$ cat config.mk
export PLATFORM = sky130hd
export DESIGN_NAME = cmd_top
export DESIGN_NICKNAME = d
export VERILOG_FILES = /design/src/common/cmd_pkg.sv /design/src/common/reg_pkg.sv /design/src/register_bank/register_bank.sv /design/src/rtl/tx_frame_builder.sv /design/src/rtl/cmd_dispatch_sm.sv /design/src/rtl/cmd_top.sv
export SDC_FILE = /design/constraint.sdc
export NUM_CORES = 1
export LEC_CHECK = 0
export BUFFER_PORTS_ARGS = -buffer_cell sky130_fd_sc_hd__buf_4
export CORE_MARGIN = 2
export CORE_UTILIZATION = 33
export DETAILED_ROUTE_END_ITERATION = 10
export HOLD_SLACK_MARGIN = 0.12
export PLACE_DENSITY = 0.51
export SYNTH_ARGS = -nofsm -noshare
export SYNTH_HDL_FRONTEND = slang
export SYNTH_SLANG_ARGS = --single-unit
$ cat constraint.sdc
create_clock -name clk -period 9.2 [get_ports clk]
set_clock_uncertainty 0.05 [all_clocks]
set_input_delay 0.46 -clock clk [delete_from_list [all_inputs] [get_ports clk]]
set_output_delay 0.46 -clock clk [all_outputs]
set_load 0.1 [all_outputs]
$ cat src/common/cmd_pkg.sv
`default_nettype none

//////////////////////////////
// link words and command codes
//////////////////////////////
package cmd_pkg;

	typedef logic [31:0] word_t;                  // one link word, any position in a frame
	typedef logic [4:0]  cmd_code_t;              // low 5 bits of the CC word

	localparam cmd_code_t CC_LOOPBACK = 5'd0;     // echo the frame
	localparam cmd_code_t CC_RD_REG   = 5'd1;     // read one register
	localparam cmd_code_t CC_WR_REG   = 5'd2;     // write one register

	// receive stream content
	typedef struct packed {
		word_t data;                              // payload word
		logic  last;                              // final word of the frame
	} rx_beat_t;

	// transmit stream content
	typedef struct packed {
		word_t data;                              // reply word
		logic  last;                              // final word of the reply
	} tx_beat_t;

	// source of the next transmit word
	typedef enum logic [2:0] {
		SEL_CSN,                                  // channel serial number
		SEL_CMD,                                  // command word as received
		SEL_INV_CMD,                              // inverted command, error reply
		SEL_RX,                                   // receive word, loopback
		SEL_REG                                   // register read data
	} tx_sel_t;

endpackage

`default_nettype wire

$ cat src/common/reg_pkg.sv
`default_nettype none

//////////////////////////////
// register bank definitions
//////////////////////////////
package reg_pkg;
	import cmd_pkg::*;

	typedef logic [7:0] reg_num_t;                // register number from the request frame

	localparam reg_num_t REG_CH_ADDR   = 8'd0;    // corrected channel address, read-only
	localparam reg_num_t REG_VERSION   = 8'd1;    // firmware version, read-only
	localparam reg_num_t REG_CTRL_BASE = 8'd2;    // first writable control register

	// width of the control register port, NUM_CTRL_REGS must not exceed this
	localparam int MAX_CTRL_REGS = 4;

	// register bank strobes from the control module
	typedef struct packed {
		logic num_le;                             // latch register number from rx data
		logic rd_en;                              // capture read data
		logic wr_en;                              // write rx data to the latched number
	} reg_req_t;

	// writable control registers, entry 0 is register REG_CTRL_BASE
	typedef word_t [MAX_CTRL_REGS-1:0] ctrl_regs_t;

endpackage

`default_nettype wire

$ cat src/register_bank/register_bank.sv
`timescale 1ns/1ps
`default_nettype none

module register_bank
	import cmd_pkg::*, reg_pkg::*;
#(
	parameter int    NUM_CTRL_REGS = 4,           // writable registers, up to MAX_CTRL_REGS
	parameter word_t FW_VERSION    = 32'h0001_0003
) (
	input  wire logic       clk,
	input  wire logic       reset,
	input  wire word_t      rx_data,              // register number or write data
	input  wire reg_req_t   reg_req,              // strobes from the control
	input  wire logic [2:0] ch_addr,              // channel address jumpers
	output logic            illegal_reg_num,      // latched number out of range
	output word_t           reg_rd_data,          // registered read data
	output ctrl_regs_t      ctrl_regs             // writable control registers
);

	logic [2:0] ch_addr_fixed;                    // jumper value after correction
	reg_num_t   reg_num;                          // latched register number
	word_t      ctrl_rd;                          // selected control register

	// channel 3 board has its jumpers set to 6
	always_ff @(posedge clk) begin
		ch_addr_fixed <= (ch_addr == 3'd6) ? 3'd3 : ch_addr;
	end

	//////////////////////////////
	// register number and range check
	always_ff @(posedge clk) begin
		if (reset)
			reg_num <= '0;
		else if (reg_req.num_le)
			reg_num <= reg_num_t'(rx_data);       // low byte of the number word
	end

	assign illegal_reg_num = (reg_num >= reg_num_t'(REG_CTRL_BASE + NUM_CTRL_REGS));

	//////////////////////////////
	// read path
	always_comb begin
		ctrl_rd = '0;
		for (int i = 0; i < NUM_CTRL_REGS; i++) begin
			if (reg_num == reg_num_t'(REG_CTRL_BASE + i)) ctrl_rd = ctrl_regs[i];
		end
	end

	always_ff @(posedge clk) begin
		if (reg_req.rd_en) begin
			case (reg_num)
				REG_CH_ADDR: reg_rd_data <= {29'd0, ch_addr_fixed};
				REG_VERSION: reg_rd_data <= FW_VERSION;
				default:     reg_rd_data <= ctrl_rd; // zero when out of range
			endcase
		end
	end

	//////////////////////////////
	// write path, read-only numbers fall through with no effect
	always_ff @(posedge clk) begin
		if (reset) begin
			ctrl_regs <= '0;                      // unused upper entries stay zero
		end else if (reg_req.wr_en && !illegal_reg_num) begin
			for (int i = 0; i < NUM_CTRL_REGS; i++) begin
				if (reg_num == reg_num_t'(REG_CTRL_BASE + i)) ctrl_regs[i] <= rx_data;
			end
		end
	end

endmodule

`default_nettype wire

$ cat src/rtl/tx_frame_builder.sv
`timescale 1ns/1ps
`default_nettype none

module tx_frame_builder
	import cmd_pkg::*;
(
	input  wire logic    clk,
	input  wire logic    reset,
	input  wire word_t   rx_data,                 // receive word
	input  wire logic    load_csn,                // latch CSN from rx_data
	input  wire logic    load_cmd,                // latch CC from rx_data
	input  wire tx_sel_t tx_sel,                  // source for the next word
	input  wire logic    tx_load,                 // register the selected word
	input  wire logic    tx_last_in,              // last flag for that word
	input  wire word_t   reg_rd_data,             // register read data
	output cmd_code_t    cmd_code,                // code field back to the control
	output tx_beat_t     tx                       // transmit word and last
);

	word_t csn_reg;                               // channel serial number
	word_t cmd_reg;                               // full command word

	//////////////////////////////
	// header latches
	always_ff @(posedge clk) begin
		if (reset) begin
			csn_reg <= '0;
			cmd_reg <= '0;
		end else begin
			if (load_csn) csn_reg <= rx_data;
			if (load_cmd) cmd_reg <= rx_data;
		end
	end

	assign cmd_code = cmd_reg[4:0];               // only the low bits carry the code

	//////////////////////////////
	// transmit word register, held until the next load
	always_ff @(posedge clk) begin
		if (reset) begin
			tx.last <= 1'b0;
		end else if (tx_load) begin
			tx.last <= tx_last_in;
			case (tx_sel)
				SEL_CSN:     tx.data <= csn_reg;
				SEL_CMD:     tx.data <= cmd_reg;
				SEL_INV_CMD: tx.data <= ~cmd_reg; // error flag to the master
				SEL_RX:      tx.data <= rx_data;
				SEL_REG:     tx.data <= reg_rd_data;
				default:     tx.data <= csn_reg;
			endcase
		end
	end

endmodule

`default_nettype wire

$ cat src/rtl/cmd_dispatch_sm.sv
`timescale 1ns/1ps
`default_nettype none

module cmd_dispatch_sm
	import cmd_pkg::*, reg_pkg::*;
(
	input  wire logic      clk,
	input  wire logic      reset,
	input  wire logic      rx_last,               // final receive word of the frame
	input  wire logic      rx_tvalid,
	output logic           rx_tready,
	input  wire logic      tx_tready,
	output logic           tx_tvalid,
	input  wire cmd_code_t cmd_code,              // latched code from the frame builder
	input  wire logic      illegal_reg_num,       // from the register bank
	output logic           load_csn,
	output logic           load_cmd,
	output tx_sel_t        tx_sel,
	output logic           tx_load,
	output logic           tx_last_in,
	output reg_req_t       reg_req,
	output logic           command_idle
);

	typedef enum logic [3:0] {
		S_IDLE,                                   // wait for a frame
		S_GET_CSN,                                // accept serial number
		S_GET_CC,                                 // accept command word
		S_DISPATCH,                               // branch on the latched code
		S_LOOPBACK,                               // stream rx words to tx
		S_GET_NUM,                                // accept register number
		S_GET_DATA,                               // accept write data
		S_REG_ACCESS,                             // range check and read strobe
		S_SEND,                                   // reply header and register word
		S_DRAIN,                                  // discard rest of frame
		S_DONE                                    // wait for the final tx transfer
	} state_t;

	state_t     state, state_nxt;
	logic [1:0] word_idx;                         // reply word position in S_SEND
	logic       err;                              // reply with inverted CC
	logic       rx_ended;                         // rx last already accepted
	logic       tx_free;                          // tx register may take a new word
	logic       is_loop, is_rd, is_wr;
	logic       reply_final;                      // current reply word ends the frame

	assign tx_free      = !tx_tvalid || tx_tready; // empty, or emptying this cycle
	assign is_loop      = (cmd_code == CC_LOOPBACK);
	assign is_rd        = (cmd_code == CC_RD_REG);
	assign is_wr        = (cmd_code == CC_WR_REG);
	assign command_idle = (state == S_IDLE);

	// the CC ends an error reply, a write reply and a lone loopback header
	// the register word ends a good read
	assign reply_final = (word_idx == 2'd2) ||
		((word_idx == 2'd1) && (err || (is_loop ? rx_ended : is_wr)));

	//////////////////////////////
	// next state and strobes
	always_comb begin
		state_nxt  = state;
		rx_tready  = 1'b0;
		load_csn   = 1'b0;
		load_cmd   = 1'b0;
		tx_load    = 1'b0;
		tx_sel     = SEL_CSN;
		tx_last_in = 1'b0;
		reg_req    = '0;
		case (state)
			S_IDLE: if (rx_tvalid) state_nxt = S_GET_CSN;
			S_GET_CSN: begin
				rx_tready = 1'b1;
				if (rx_tvalid) begin
					load_csn  = 1'b1;
					state_nxt = rx_last ? S_DONE : S_GET_CC; // runt frame gets no reply
				end
			end
			S_GET_CC: begin
				rx_tready = 1'b1;
				if (rx_tvalid) begin
					load_cmd  = 1'b1;
					state_nxt = S_DISPATCH;
				end
			end
			S_DISPATCH: begin
				case (cmd_code)
					CC_LOOPBACK:          state_nxt = S_SEND;
					CC_RD_REG, CC_WR_REG: state_nxt = rx_ended ? S_SEND : S_GET_NUM;
					default:              state_nxt = rx_ended ? S_DONE : S_DRAIN;
				endcase
			end
			S_GET_NUM: begin
				rx_tready = 1'b1;
				if (rx_tvalid) begin
					reg_req.num_le = 1'b1;
					if (!is_wr)
						state_nxt = S_REG_ACCESS;
					else
						state_nxt = rx_last ? S_SEND : S_GET_DATA; // missing data is an error
				end
			end
			S_GET_DATA: begin
				rx_tready = 1'b1;
				if (rx_tvalid) begin
					reg_req.wr_en = 1'b1;         // bank drops it if the number is illegal
					state_nxt     = S_REG_ACCESS;
				end
			end
			S_REG_ACCESS: begin
				reg_req.rd_en = is_rd;            // data ready before word 2 is loaded
				state_nxt     = S_SEND;
			end
			S_SEND: begin
				if (tx_free) begin
					tx_load    = 1'b1;
					tx_last_in = reply_final;
					case (word_idx)
						2'd0:    tx_sel = SEL_CSN;
						2'd1:    tx_sel = err ? SEL_INV_CMD : SEL_CMD;
						default: tx_sel = SEL_REG;
					endcase
					if (reply_final)
						state_nxt = rx_ended ? S_DONE : S_DRAIN; // leftover words
					else if (is_loop && (word_idx == 2'd1))
						state_nxt = S_LOOPBACK;   // payload follows the header
				end
			end
			S_LOOPBACK: begin
				rx_tready = tx_free;              // stall rx while tx is held back
				if (rx_tvalid && tx_free) begin
					tx_load    = 1'b1;
					tx_sel     = SEL_RX;
					tx_last_in = rx_last;
					if (rx_last) state_nxt = S_DONE;
				end
			end
			S_DRAIN: begin
				rx_tready = 1'b1;
				if (rx_tvalid && rx_last) state_nxt = S_DONE;
			end
			S_DONE: if (tx_free) state_nxt = S_IDLE; // final reply word has gone
			default: state_nxt = S_IDLE;
		endcase
	end

	//////////////////////////////
	// state and tracking registers
	always_ff @(posedge clk) begin
		if (reset) begin
			state     <= S_IDLE;
			tx_tvalid <= 1'b0;
			word_idx  <= 2'd0;
			err       <= 1'b0;
			rx_ended  <= 1'b0;
		end else begin
			state <= state_nxt;
			if (tx_load)
				tx_tvalid <= 1'b1;                // word valid one cycle after load
			else if (tx_tready)
				tx_tvalid <= 1'b0;
			if (state != S_SEND)
				word_idx <= 2'd0;
			else if (tx_load)
				word_idx <= word_idx + 2'd1;
			if (state == S_IDLE)
				rx_ended <= 1'b0;
			else if (rx_tvalid && rx_tready && rx_last)
				rx_ended <= 1'b1;
			case (state)
				S_IDLE:       err <= 1'b0;
				S_DISPATCH:   if ((is_rd || is_wr) && rx_ended) err <= 1'b1; // no number
				S_GET_NUM:    if (rx_tvalid && is_wr && rx_last) err <= 1'b1; // no data
				S_REG_ACCESS: err <= illegal_reg_num;
				default:      err <= err;
			endcase
		end
	end

endmodule

`default_nettype wire

$ cat src/rtl/cmd_top.sv
`timescale 1ns/1ps
`default_nettype none

module cmd_top
	import cmd_pkg::*, reg_pkg::*;
#(
	parameter int    NUM_CTRL_REGS = 4,               // writable registers, up to MAX_CTRL_REGS
	parameter word_t FW_VERSION    = 32'h0001_0003    // value of REG_VERSION
) (
	input  wire logic     clk,
	input  wire logic     reset,                      // synchronous, active high
	// receive stream
	input  wire rx_beat_t rx,                         // data and last
	input  wire logic     rx_tvalid,
	output logic          rx_tready,
	// transmit stream
	output tx_beat_t      tx,                         // data and last
	output logic          tx_tvalid,
	input  wire logic     tx_tready,
	// board and status
	input  wire logic [2:0] ch_addr,                  // channel address jumpers
	output ctrl_regs_t    ctrl_regs,                  // writable control registers
	output logic          command_idle                // high between frames
);

	logic      load_csn;                              // latch CSN word
	logic      load_cmd;                              // latch CC word
	tx_sel_t   tx_sel;                                // next transmit word source
	logic      tx_load;                               // register next transmit word
	logic      tx_last_in;                            // last flag for that word
	cmd_code_t cmd_code;                              // latched command code
	reg_req_t  reg_req;                               // register bank strobes
	logic      illegal_reg_num;                       // latched number out of range
	word_t     reg_rd_data;                           // register read data

	//////////////////////////////
	// control
	cmd_dispatch_sm cmd_dispatch_sm0 (
		.clk            (clk),
		.reset          (reset),
		.rx_last        (rx.last),
		.rx_tvalid      (rx_tvalid),
		.rx_tready      (rx_tready),
		.tx_tready      (tx_tready),
		.tx_tvalid      (tx_tvalid),
		.cmd_code       (cmd_code),
		.illegal_reg_num(illegal_reg_num),
		.load_csn       (load_csn),
		.load_cmd       (load_cmd),
		.tx_sel         (tx_sel),
		.tx_load        (tx_load),
		.tx_last_in     (tx_last_in),
		.reg_req        (reg_req),
		.command_idle   (command_idle)
	);

	//////////////////////////////
	// transmit datapath
	tx_frame_builder tx_frame_builder0 (
		.clk        (clk),
		.reset      (reset),
		.rx_data    (rx.data),
		.load_csn   (load_csn),
		.load_cmd   (load_cmd),
		.tx_sel     (tx_sel),
		.tx_load    (tx_load),
		.tx_last_in (tx_last_in),
		.reg_rd_data(reg_rd_data),
		.cmd_code   (cmd_code),
		.tx         (tx)
	);

	//////////////////////////////
	// registers
	register_bank #(
		.NUM_CTRL_REGS(NUM_CTRL_REGS),
		.FW_VERSION   (FW_VERSION)
	) register_bank0 (
		.clk            (clk),
		.reset          (reset),
		.rx_data        (rx.data),
		.reg_req        (reg_req),
		.ch_addr        (ch_addr),
		.illegal_reg_num(illegal_reg_num),
		.reg_rd_data    (reg_rd_data),
		.ctrl_regs      (ctrl_regs)
	);

endmodule

`default_nettype wire

# Word level (Yosys, flattened, before mapping)
# Cells that the tools add are included.
# totals
reg_bits	277
wordCells	140
output_inout_bits	164
input_bits	40
# classes
add_sub_neg	1
bitwise	2
eq_ne	38
order_cmp	1
n_reduce_logical	33
n_mux	49
# op_table
operator	n
2-to-1 mux 32 bit	4
one-hot mux 32 bit (4 select lines)	1
2-to-1 mux 4 bit	16
one-hot mux 32 bit (2 select lines)	1
one-hot mux 4 bit (11 select lines)	1
NOT 32 bit	1
equality test 4 x 3 -> 1 bit (second input constant)	4
equality test 8 x 2 -> 1 bit (second input constant)	2
equality test 8 x 3 -> 1 bit (second input constant)	2
2-to-1 mux 1 bit	15
equality test 4 bit (second input constant)	3
inequality test 2 x 1 -> 1 bit (second input constant)	6
inequality test 2 bit (second input constant)	6
one-hot mux 3 bit (2 select lines)	2
AND reduction 11 bit	1
logical AND 1 bit	10
AND reduction 2 bit	5
equality test 4 x 2 -> 1 bit (second input constant)	2
equality test 8 x 1 -> 1 bit (second input constant)	1
>= comparator 8 x 3 -> 1 bit (second input constant)	1
zero test 8 bit	1
one-hot mux 4 bit (2 select lines)	1
equality test 3 x 2 -> 1 bit (second input constant)	2
equality test 3 bit (second input constant)	2
24 further kinds	34

# Logic depth before layout (Yosys ltp)
# Gate-level depths: netlist (run 1).
# logic_depth
ltp_word	8
mapped_depth	8
depth_no_buf	7

# By module
# A second synthesis (run 1) with hierarchy kept.
# unflattened
hier_cells	1420
area_unflattened_um2	12817.3
# modules_own_cells
mod	area_per_inst_um2	seq_area_each_um2	cells_each	n_inst
register_bank	6995.5	3743.6	798	1
tx_frame_builder	4850.9	2262.2	489	1
cmd_dispatch_sm	970.9	180.2	133	1

# Worst setup path after synthesis (run 1)
# OpenSTA, ideal clock, no wires.
# synth_timing
kind	register -> output
start	reg cmd_dispatch_sm0.state[0]
end	out command_idle
path_slack_ps	5022
path_buffers	2
arrival_ps	3668
required_time_ps	8690
stages_incl_launch_ff	4
path_cell_list	dfxtp_1 buf_2 clkbuf_1 nor4_1
# synth_via
elab_chain_cells	1
# synth_lines
element	line_no	source
start: declaration	cmd_dispatch_sm.sv:39	state_t state, state_nxt;
start signal: assignment	cmd_dispatch_sm.sv:156	state <= state_nxt;
zero test 4 bit	cmd_dispatch_sm.sv:51	assign command_idle = (state == S_IDLE);
end: declaration	cmd_top.sv:23	output logic command_idle
# Every way passes these cells.

# Worst setup path in the final report (run 1)
# layout_timing
start	reg cmd_dispatch_sm0.state[2]
end	reg, netlist name tx_frame_builder0.tx[3]
# layout_via
elab_chain_cells	4
word_cells_on_any_way	8
classes_between	eq/ne (6); mux (2)
# layout_lines
element	line_no	source
equality test 4 x 3 -> 1 bit / equality test 4 bit (equally long branches)	cmd_dispatch_sm.sv:69	case (state)
one-hot mux 3 bit (2 select lines) (*)	cmd_dispatch_sm.sv:69	
equality test 3 bit (tied with other cells)	tx_frame_builder.sv:44	case (tx_sel)
one-hot mux 32 bit (4 select lines) (*)	tx_frame_builder.sv:44	
# Mark *: on every way between the ends. The rest lies on a longest branch, timed or not.
# A chain may end at the register's enable or synchronous reset.

==> results of run 1 <==
[worst max path at each step]
stage                                          from                  endpoint  slack (ns)
after global placement    cmd_dispatch_sm0.state[2]  tx_frame_builder0.tx[11]        5.95
after global routing      cmd_dispatch_sm0.state[2]  tx_frame_builder0.tx[12]        5.51
after detailed placement  cmd_dispatch_sm0.state[2]  tx_frame_builder0.tx[23]        5.80
after floorplan           cmd_dispatch_sm0.state[0]              command_idle        5.02
final                     cmd_dispatch_sm0.state[2]   tx_frame_builder0.tx[3]        5.78
after CTS                 cmd_dispatch_sm0.state[2]  tx_frame_builder0.tx[32]        5.81
[cells in the final DEF, fill, tap and decap left out, drive strengths merged, types with 3 or more instances in the layout]
cell / n
nand2: 276
buf: 219
dfxtp: 213
a21oi: 183
nor2: 171
mux2i: 95
edfxtp: 64
clkbuf: 53
xnor2: 33
a221oi: 32
a221o: 28
o21ai: 18
inv: 12
nand3: 10
nor4: 8
nor3: 7
clkinv: 6
nand2b: 5
nand4: 5
a211oi: 5
nor3b: 4
mux2: 3
a22o: 3
ha: 3
dlygate4sd3: 3
[routing by layer]
metal  part of all wire, %  global-route usage [%]  vias to the layer above
met1                    44                    27.9                     4988
met4                   2.5                    6.13                        0
met2                    46                    33.4                      354
li1                      -                       -                     4890
met3                   7.5                    4.51                       64
met5                     0                       0                        -
[per-stage QoR]
| stage | hold slack (ns) | std cells | power [uW] | util (%) |
|---|---|---|---|---|
| floorplan | 0.387 | 1326 | 1720 | - |
| global placement | 0.392 | 1895 | 1850 | 38.6 |
| detailed placement | 0.398 | 1895 | 1860 | 38.6 |
| CTS | 0.154 | 1960 | 3140 | 41.6 |
| global route | 0.160 | 1960 | 3240 | 41.6 |
| finish | 0.169 | 1960 | 3110 | 41.6 |
[synth_stat cells, drive strengths merged (2+ instances only)]
master | n | share of area (%)
a211o | 2 | 0.15
a211oi | 5 | 0.42
a21oi | 183 | 7.7
a221o | 28 | 2.5
a221oi | 32 | 2.3
a22o | 3 | 0.22
a311o | 2 | 0.17
a31oi | 2 | 0.10
a41oi | 2 | 0.15
and2 | 2 | 0.10
and3 | 2 | 0.10
and4 | 2 | 0.15
buf | 35 | 1.7
clkbuf | 76 | 2.4
dfxtp | 213 | 36
edfxtp | 64 | 16
ha | 3 | 0.31
inv | 10 | 0.31
mux2 | 3 | 0.28
mux2i | 95 | 8.0
nand2 | 276 | 8.7
nand2b | 5 | 0.26
nand3 | 10 | 0.42
nand4 | 5 | 0.31
nor2 | 171 | 5.4
nor2b | 2 | 0.10
nor3 | 7 | 0.43
nor3b | 4 | 0.25
nor4 | 8 | 0.54
o21ai | 18 | 0.75
o22ai | 2 | 0.10
or3 | 2 | 0.10
or3b | 2 | 0.15
or4 | 2 | 0.16
xnor2 | 33 | 2.4
[kinds of logic (layout without fill, tap and decap cells)]
| logic type | count (synthesis) | count (layout) |
|---|---|---|
| buffers and inverters | 121 | 294 |
| DFF | 277 | 277 |
| and+or+nand+nor | 503 | 503 |
| AOI/OAI and AO/OA | 290 | 290 |
| adders and majority gates | 3 | 3 |
| xor gates and xnor gates | 34 | 34 |
| muxes | 98 | 98 |
[power groups by stage]
stage                     registers, uW  clock network (uW)  logic, uW
after floorplan                    1420                   0        293
after CTS                          1350                1310        482
after global placement             1380                   0        478
final                              1350                1280        479
after global routing               1360                1360        518
after detailed placement           1380                   0        480
[cell type report]
class                           instances  area [um2]  share of cell area (%)
Sequential cell                       277        6190                    41.7
Multi-Input combinational cell        928        5300                    35.7
Inverter                               10        37.5                   0.253
Tap cell                              461         577                    3.89
Clock buffer                           53         972                    6.55
Timing Repair Buffer                  222        1680                    11.3
Clock inverter                          9        87.6                   0.590
==> metrics.md, run 1 <==
| Metric | Value |
|---|---|
| Outcome | finished with violations |
| Failing checks | DRC |
| Yosys warns | 0 |
| Adder-cell share of the synthesized area | 0.314% |
| CP Data Arrival Time | 3.61 ns |
| Dpl ws | 5.80 ns |
| Netlist Area Pre-Place | 11900 um2 |
| Compound-Gate Fraction of Synth Area | 15.4% |
| Gr usage total | 20.7% |
| RR Startpoint | cmd_dispatch_sm0.state[2] |
| CTS clk-pin slew, worst paths | 0.06 ns |
| Final hold violation count | 0 |
| Post-route worst setup slack | 5.78 ns |
| Crit share post-route | 37.2% |
| Period minus WS final | 3.42 ns |
| Critical path depth | 5 |
| Site row count | 69 |
| Clock power frac | 41.2% |
| DRT iter0 DRCs | 859 |
| P&R area growth vs syn | 24.2% |
| Most flops, register | register_bank0.ctrl_regs |
| GR Overflow Total | 0 |
| Simple-gate area share of the yosys netlist | 17.4% |
| Port Buffer Count | 203 |
| Largest net degree at the start of global routing | 119 |
| Hold_sp | ch_addr[2] |
| Via count | 10300 |
| Setup slack, reg-to-reg | 5.78 ns |
| Leak Pwr | 0.00555 uW |
| Hold depth | 2 |
| Critical path class | reg -> reg |
| Die Wd | 194 um |
| Worst path bufs/invs | 1 |
| Post-synthesis xor/xnor area fraction | 2.49% |
| Required time of the critical path | 9.39 ns |
| Root Driver | clkbuf_16 |
| Die Y | 194 um |
| Worst-path fanout max | 40 |
| Psw | 927 uW |
| Antenna diodes | 0 |
| Die area | 37700 um2 |
| Filler cells | 3598 |
| RSZ-0062 raised after global routing | false |
| Switch share | 29.8% |
| Mux cell area share after synthesis | 8.24% |
| Syn_area_per_cell | 9.01 um2 |
| DR WL/cell | 20.3 um |
| TNS Setup | 0 ns |
| Inserted Clock Buffers | 34 |
| Crit path cell chain | nand2b_1 -> nor3_4 -> a311o_2 -> buf_4 -> a21oi_1 |
| Max VDD drop | 0.000114 V |
| Worst path max stage delay | 0.79 ns |
| Final Setup Violations | 0 |
| CTS HTree Levels | 2 |
| Post-Syn Instances | 1326 |
| P per Cell Area | 210 nW/um2 |
| Post-synth ARST share | 0% |
| Layout cells sized above 1 | 20.7% |
| Resized Gates After CTS | 0 |
| Max-cap violations | 0 |
| Hold Path Class | in -> reg |
| Reg2Reg Capture Point | tx_frame_builder0.tx[3] |
| Setup bufs post-CTS | 0 |
| Vias per cell | 5.25 |
| Sequential area share after synthesis | 51.8% |
| Critical path startpoint category | flip-flop |
| Library cells used by synthesis | 62 |
| #FFs+latches synth | 277 |
| First-pass GRT wire length | 61200 um |
| DRT Wirelength | 39800 um |
| Largest regs | register_bank0.ctrl_regs x128, tx_frame_builder0.tx x33 |
| Initial antenna violation count | 0 |
| Crit end category | flip-flop |
| IO Pins | 204 |
| CTS sink cnt | 277 |
| Final net count | 1516 |
| Clock buffer depth | 3 |
| Routed Antenna Nets | 0 |
| Max stage delay cell, worst path | dfxtp_1 |
| Pre-Repair DR Iteration Count | 9 |
| Placed cell areas | 13800 um2 |
| Worst Tran Pin Value | 1.11 ns |
| Gate power share | 15.4% |
| Int Power | 2190 uW |
| Post-synth top flop | dfxtp_1 |
| Number of synthesized flops with an enable pin | 64 |
| Fin area | 14800 um2 |
| Total core area | 35700 um2 |
| Syn nets | 1369 |
| Main combinational cell family by area after synthesis | simple AND/OR/NAND/NOR gates |
| Number of global-route vias before repair | 9896 |
| TritonCTS clock tree | done |
| Hold buffers post-CTS | 3 |
| Crit path max-delay family | simple AND/OR/NAND/NOR gates |
| Hold EP | register_bank0.ch_addr_fixed[2] |
| Slew headroom | 25.6% |
| Max reg flops | 128 |
| Clock latency on the worst-skew pair | 0.51 ns |
| Pins Over Slew Limit | 0 |
| Dpl hpwl | 24500 um |
| R2R depth | 5 |
| Achievable Freq | 292 MHz |
| Drt drc | 13 |
| Sequential power share | 43.4% |
| Starting Density | 33.5% |
| Final GP Congestion | 0.861 |
Power figures use the tool's default switching activity.
==> run 2, diff against run 1 <==
- PLACE_DENSITY: 0.51 -> 0.53
- clock period: 9.2 -> 2.7 ns (I/O delays scaled with it)
==> run 2 against run 1 <==
The run still ends with DRC left. Design area rose by 4.5%. Critical path depth is the same. Routed wire length down 1.9%. Sequential share of layout area is 1.8 points lower. Combinational power grew to 3.7 times the previous value. Final cell count rose by 3.2%. Die area unchanged. Setup slack worse by 5.5 ns. Largest power group unchanged.
==> metrics.md, run 2 (synthesis gave the netlist of run 1 again) <==
| Metric | Value |
|---|---|
| Die area | 37700 um2 (unchanged) |
| CTS clk-pin slew, worst paths | 0.06 ns (about the same) |
| Hold EP | register_bank0.ch_addr_fixed[1] |
| Gate power share | 17.0% (+1.6 points) |
| CTS sink cnt | 277 (unchanged) |
| P&R area growth vs syn | 29.8% |
| Starting Density | 33.5% (unchanged) |
| Sequential power share | 43.4% (about the same) |
| DR WL/cell | 19.3 um (-5.0%) |
| Highest-count cells in the layout ignoring fill and taps | 276 x nand2_1, 242 x buf_4, 211 x dfxtp_1 |
| Die Wd | 194 um (unchanged) |
| Hold_sp | ch_addr[1] |
| CTS HTree Levels | 1 (-1) |
| Die Y | 194 um (unchanged) |
| Crit end category | flip-flop |
| IO Pins | 204 (unchanged) |
| Total core area | 35700 um2 (unchanged) |
| Placed cell areas | 14100 um2 (+2.5%) |
| Most common cell after layout, fill and taps aside | nand2_1 |
| Worst Tran Pin Value | 0.846 ns (-0.267 ns) |
| Largest net degree at the start of global routing | 101 (-15%) |
| Max reg flops | 128 (unchanged) |
| Max VDD drop | 0.000473 V (+310%) |
| DRT Wirelength | 39100 um (-1.9%) |
| Period minus WS final | 2.42 ns (-1.00 ns) |
| Inserted Clock Buffers | 31 (-8.8%) |
| Number of global-route vias before repair | 9969 (+0.74%) |
| TritonCTS clock tree | done |
| Setup slack, reg-to-reg | 0.28 ns (-5.50 ns) |
| Required time of the critical path | 2.93 ns (-6.46 ns) |
| Gr usage total | 20.2% (-0.52 points) |
| Vias per cell | 5.13 (-2.4%) |
| Reg2Reg Capture Point | tx_frame_builder0.tx[11] |
| Antenna diodes | 0 (unchanged) |
| P per Cell Area | 679 nW/um2 (+220%) |
| Most flops, register | register_bank0.ctrl_regs |
| Leak Pwr | 0.00586 uW (+5.6%) |
| Final hold violation count | 0 (unchanged) |
| Pre-Repair DR Iteration Count | 8 (-1) |
| Routed Antenna Nets | 0 (unchanged) |
| Hold Path Class | in -> reg |
| Pins Over Slew Limit | 0 (unchanged) |
| Int Power | 7460 uW (+240%) |
| Clock power frac | 39.6% (-1.6 points) |
| CP Data Arrival Time | 2.65 ns (-0.96 ns) |
| TNS Setup | 0 ns (unchanged) |
| Final net count | 1581 (+4.3%) |
| Failing checks | DRC |
| Worst-path fanout max | 64 (+60%) |
| Clock latency on the worst-skew pair | 0.55 ns (+0.04 ns) |
| Critical path class | reg -> reg |
| RR Startpoint | cmd_dispatch_sm0.state[3] |
| Slew headroom | 43.6% (+18 points) |
| Initial antenna violation count | 0 (unchanged) |
| GR Overflow Total | 0 (unchanged) |
| Resized Gates After CTS | 0 (unchanged) |
| Achievable Freq | 413 MHz (+42%) |
| Clock buffer depth | 3 (unchanged) |
| Fin area | 15500 um2 (+4.5%) |
| Root Driver | clkbuf_16 |
| First-pass GRT wire length | 60200 um (-1.6%) |
| Dpl hpwl | 25600 um (+4.2%) |
| Hold depth | 2 (unchanged) |
| Final GP Congestion | 0.833 (-3.2%) |
| Setup bufs post-CTS | 0 (unchanged) |
| Via count | 10400 (+0.79%) |
| Final Setup Violations | 0 (unchanged) |
| Largest regs | register_bank0.ctrl_regs x128, tx_frame_builder0.tx x33 |
| Filler cells | 3478 (-3.3%) |
| Layout cells sized above 1 | 22.0% (+1.2 points) |
| RSZ-0062 raised after global routing | false |
| Psw | 3070 uW (+230%) |
| Critical path startpoint category | flip-flop |
| R2R depth | 5 (unchanged) |
| Outcome | finished with violations |
| Max-cap violations | 0 (unchanged) |
| DRT iter0 DRCs | 684 (-20%) |
| Drt drc | 12 (-1) |
| Switch share | 29.2% (-0.60 points) |
| Crit share post-route | 89.6% (+52 points) |
| Port Buffer Count | 203 (unchanged) |
| Site row count | 69 (unchanged) |
-- run 2: worst max path at each step --
stage                              startpoint  depth (start not counted)  slack, ns                         to
finish              cmd_dispatch_sm0.state[3]                          5       0.28   tx_frame_builder0.tx[11]
global route        cmd_dispatch_sm0.state[3]                          6       0.13    tx_frame_builder0.tx[9]
CTS                 cmd_dispatch_sm0.state[3]                          5       0.29    tx_frame_builder0.tx[8]
detailed placement  cmd_dispatch_sm0.state[3]                          5       0.32   tx_frame_builder0.tx[28]
global placement    cmd_dispatch_sm0.state[3]                          5       0.39   tx_frame_builder0.tx[13]
floorplan           cmd_dispatch_sm0.state[0]                          4      -0.13  cmd_dispatch_sm0.rx_ended
-- run 2: layout make-up --
cell class | count | area, um2 | area share [%]
clock inverter | 15 | 148 | 0.952
tap | 461 | 577 | 3.72
sequential | 277 | 6190 | 39.9
multi-input combinational | 928 | 5330 | 34.4
inverter | 10 | 37.5 | 0.242
timing repair buffer | 290 | 2370 | 15.3
clock buffer | 42 | 857 | 5.53
-- run 2: stage by stage --
stage	power (uW)	hold slack, ns	setup slack, ns	util, %	instances
CTS	10600	0.182	0.295	43.5	2023
floorplan	5880	0.175	-0.127	-	1326
detailed placement	6400	0.210	0.316	39.5	1926
global route	10900	0.213	0.125	43.5	2023
finish	10500	0.227	0.280	43.5	2023
global placement	6380	0.208	0.388	39.5	1926
-- run 2: timing repair --
action                                  in CTS  in global routing
endpoints found under the setup margin       0                  0
hold buffers                                40                  0
hold endpoints to repair                   242                  0
-- run 2: critical path, stage by stage, from the launching register on --
cell and delay [ns]:
dfxtp_1 0.66, or4b_1 0.59, nor4_4 0.23, a311o_2 0.19
buf_12 0.26, a21oi_1 0.12
-- run 2: metal layers --
metal,up-vias,share of wire [%],GRT usage [%]
met5,-,0,0
met4,0,3.6,7.04
met3,82,6.3,3.86
met2,317,46,33.3
met1,4950,44,26.5
li1,5028,-,-
-- run 2: power groups by stage --
stage	logic [uW]	registers (uW)	clock network, uW
floorplan	1030	4850	0
global placement	1720	4660	0
detailed placement	1740	4660	0
CTS	1790	4570	4270
global route	1930	4590	4410
finish	1790	4570	4170
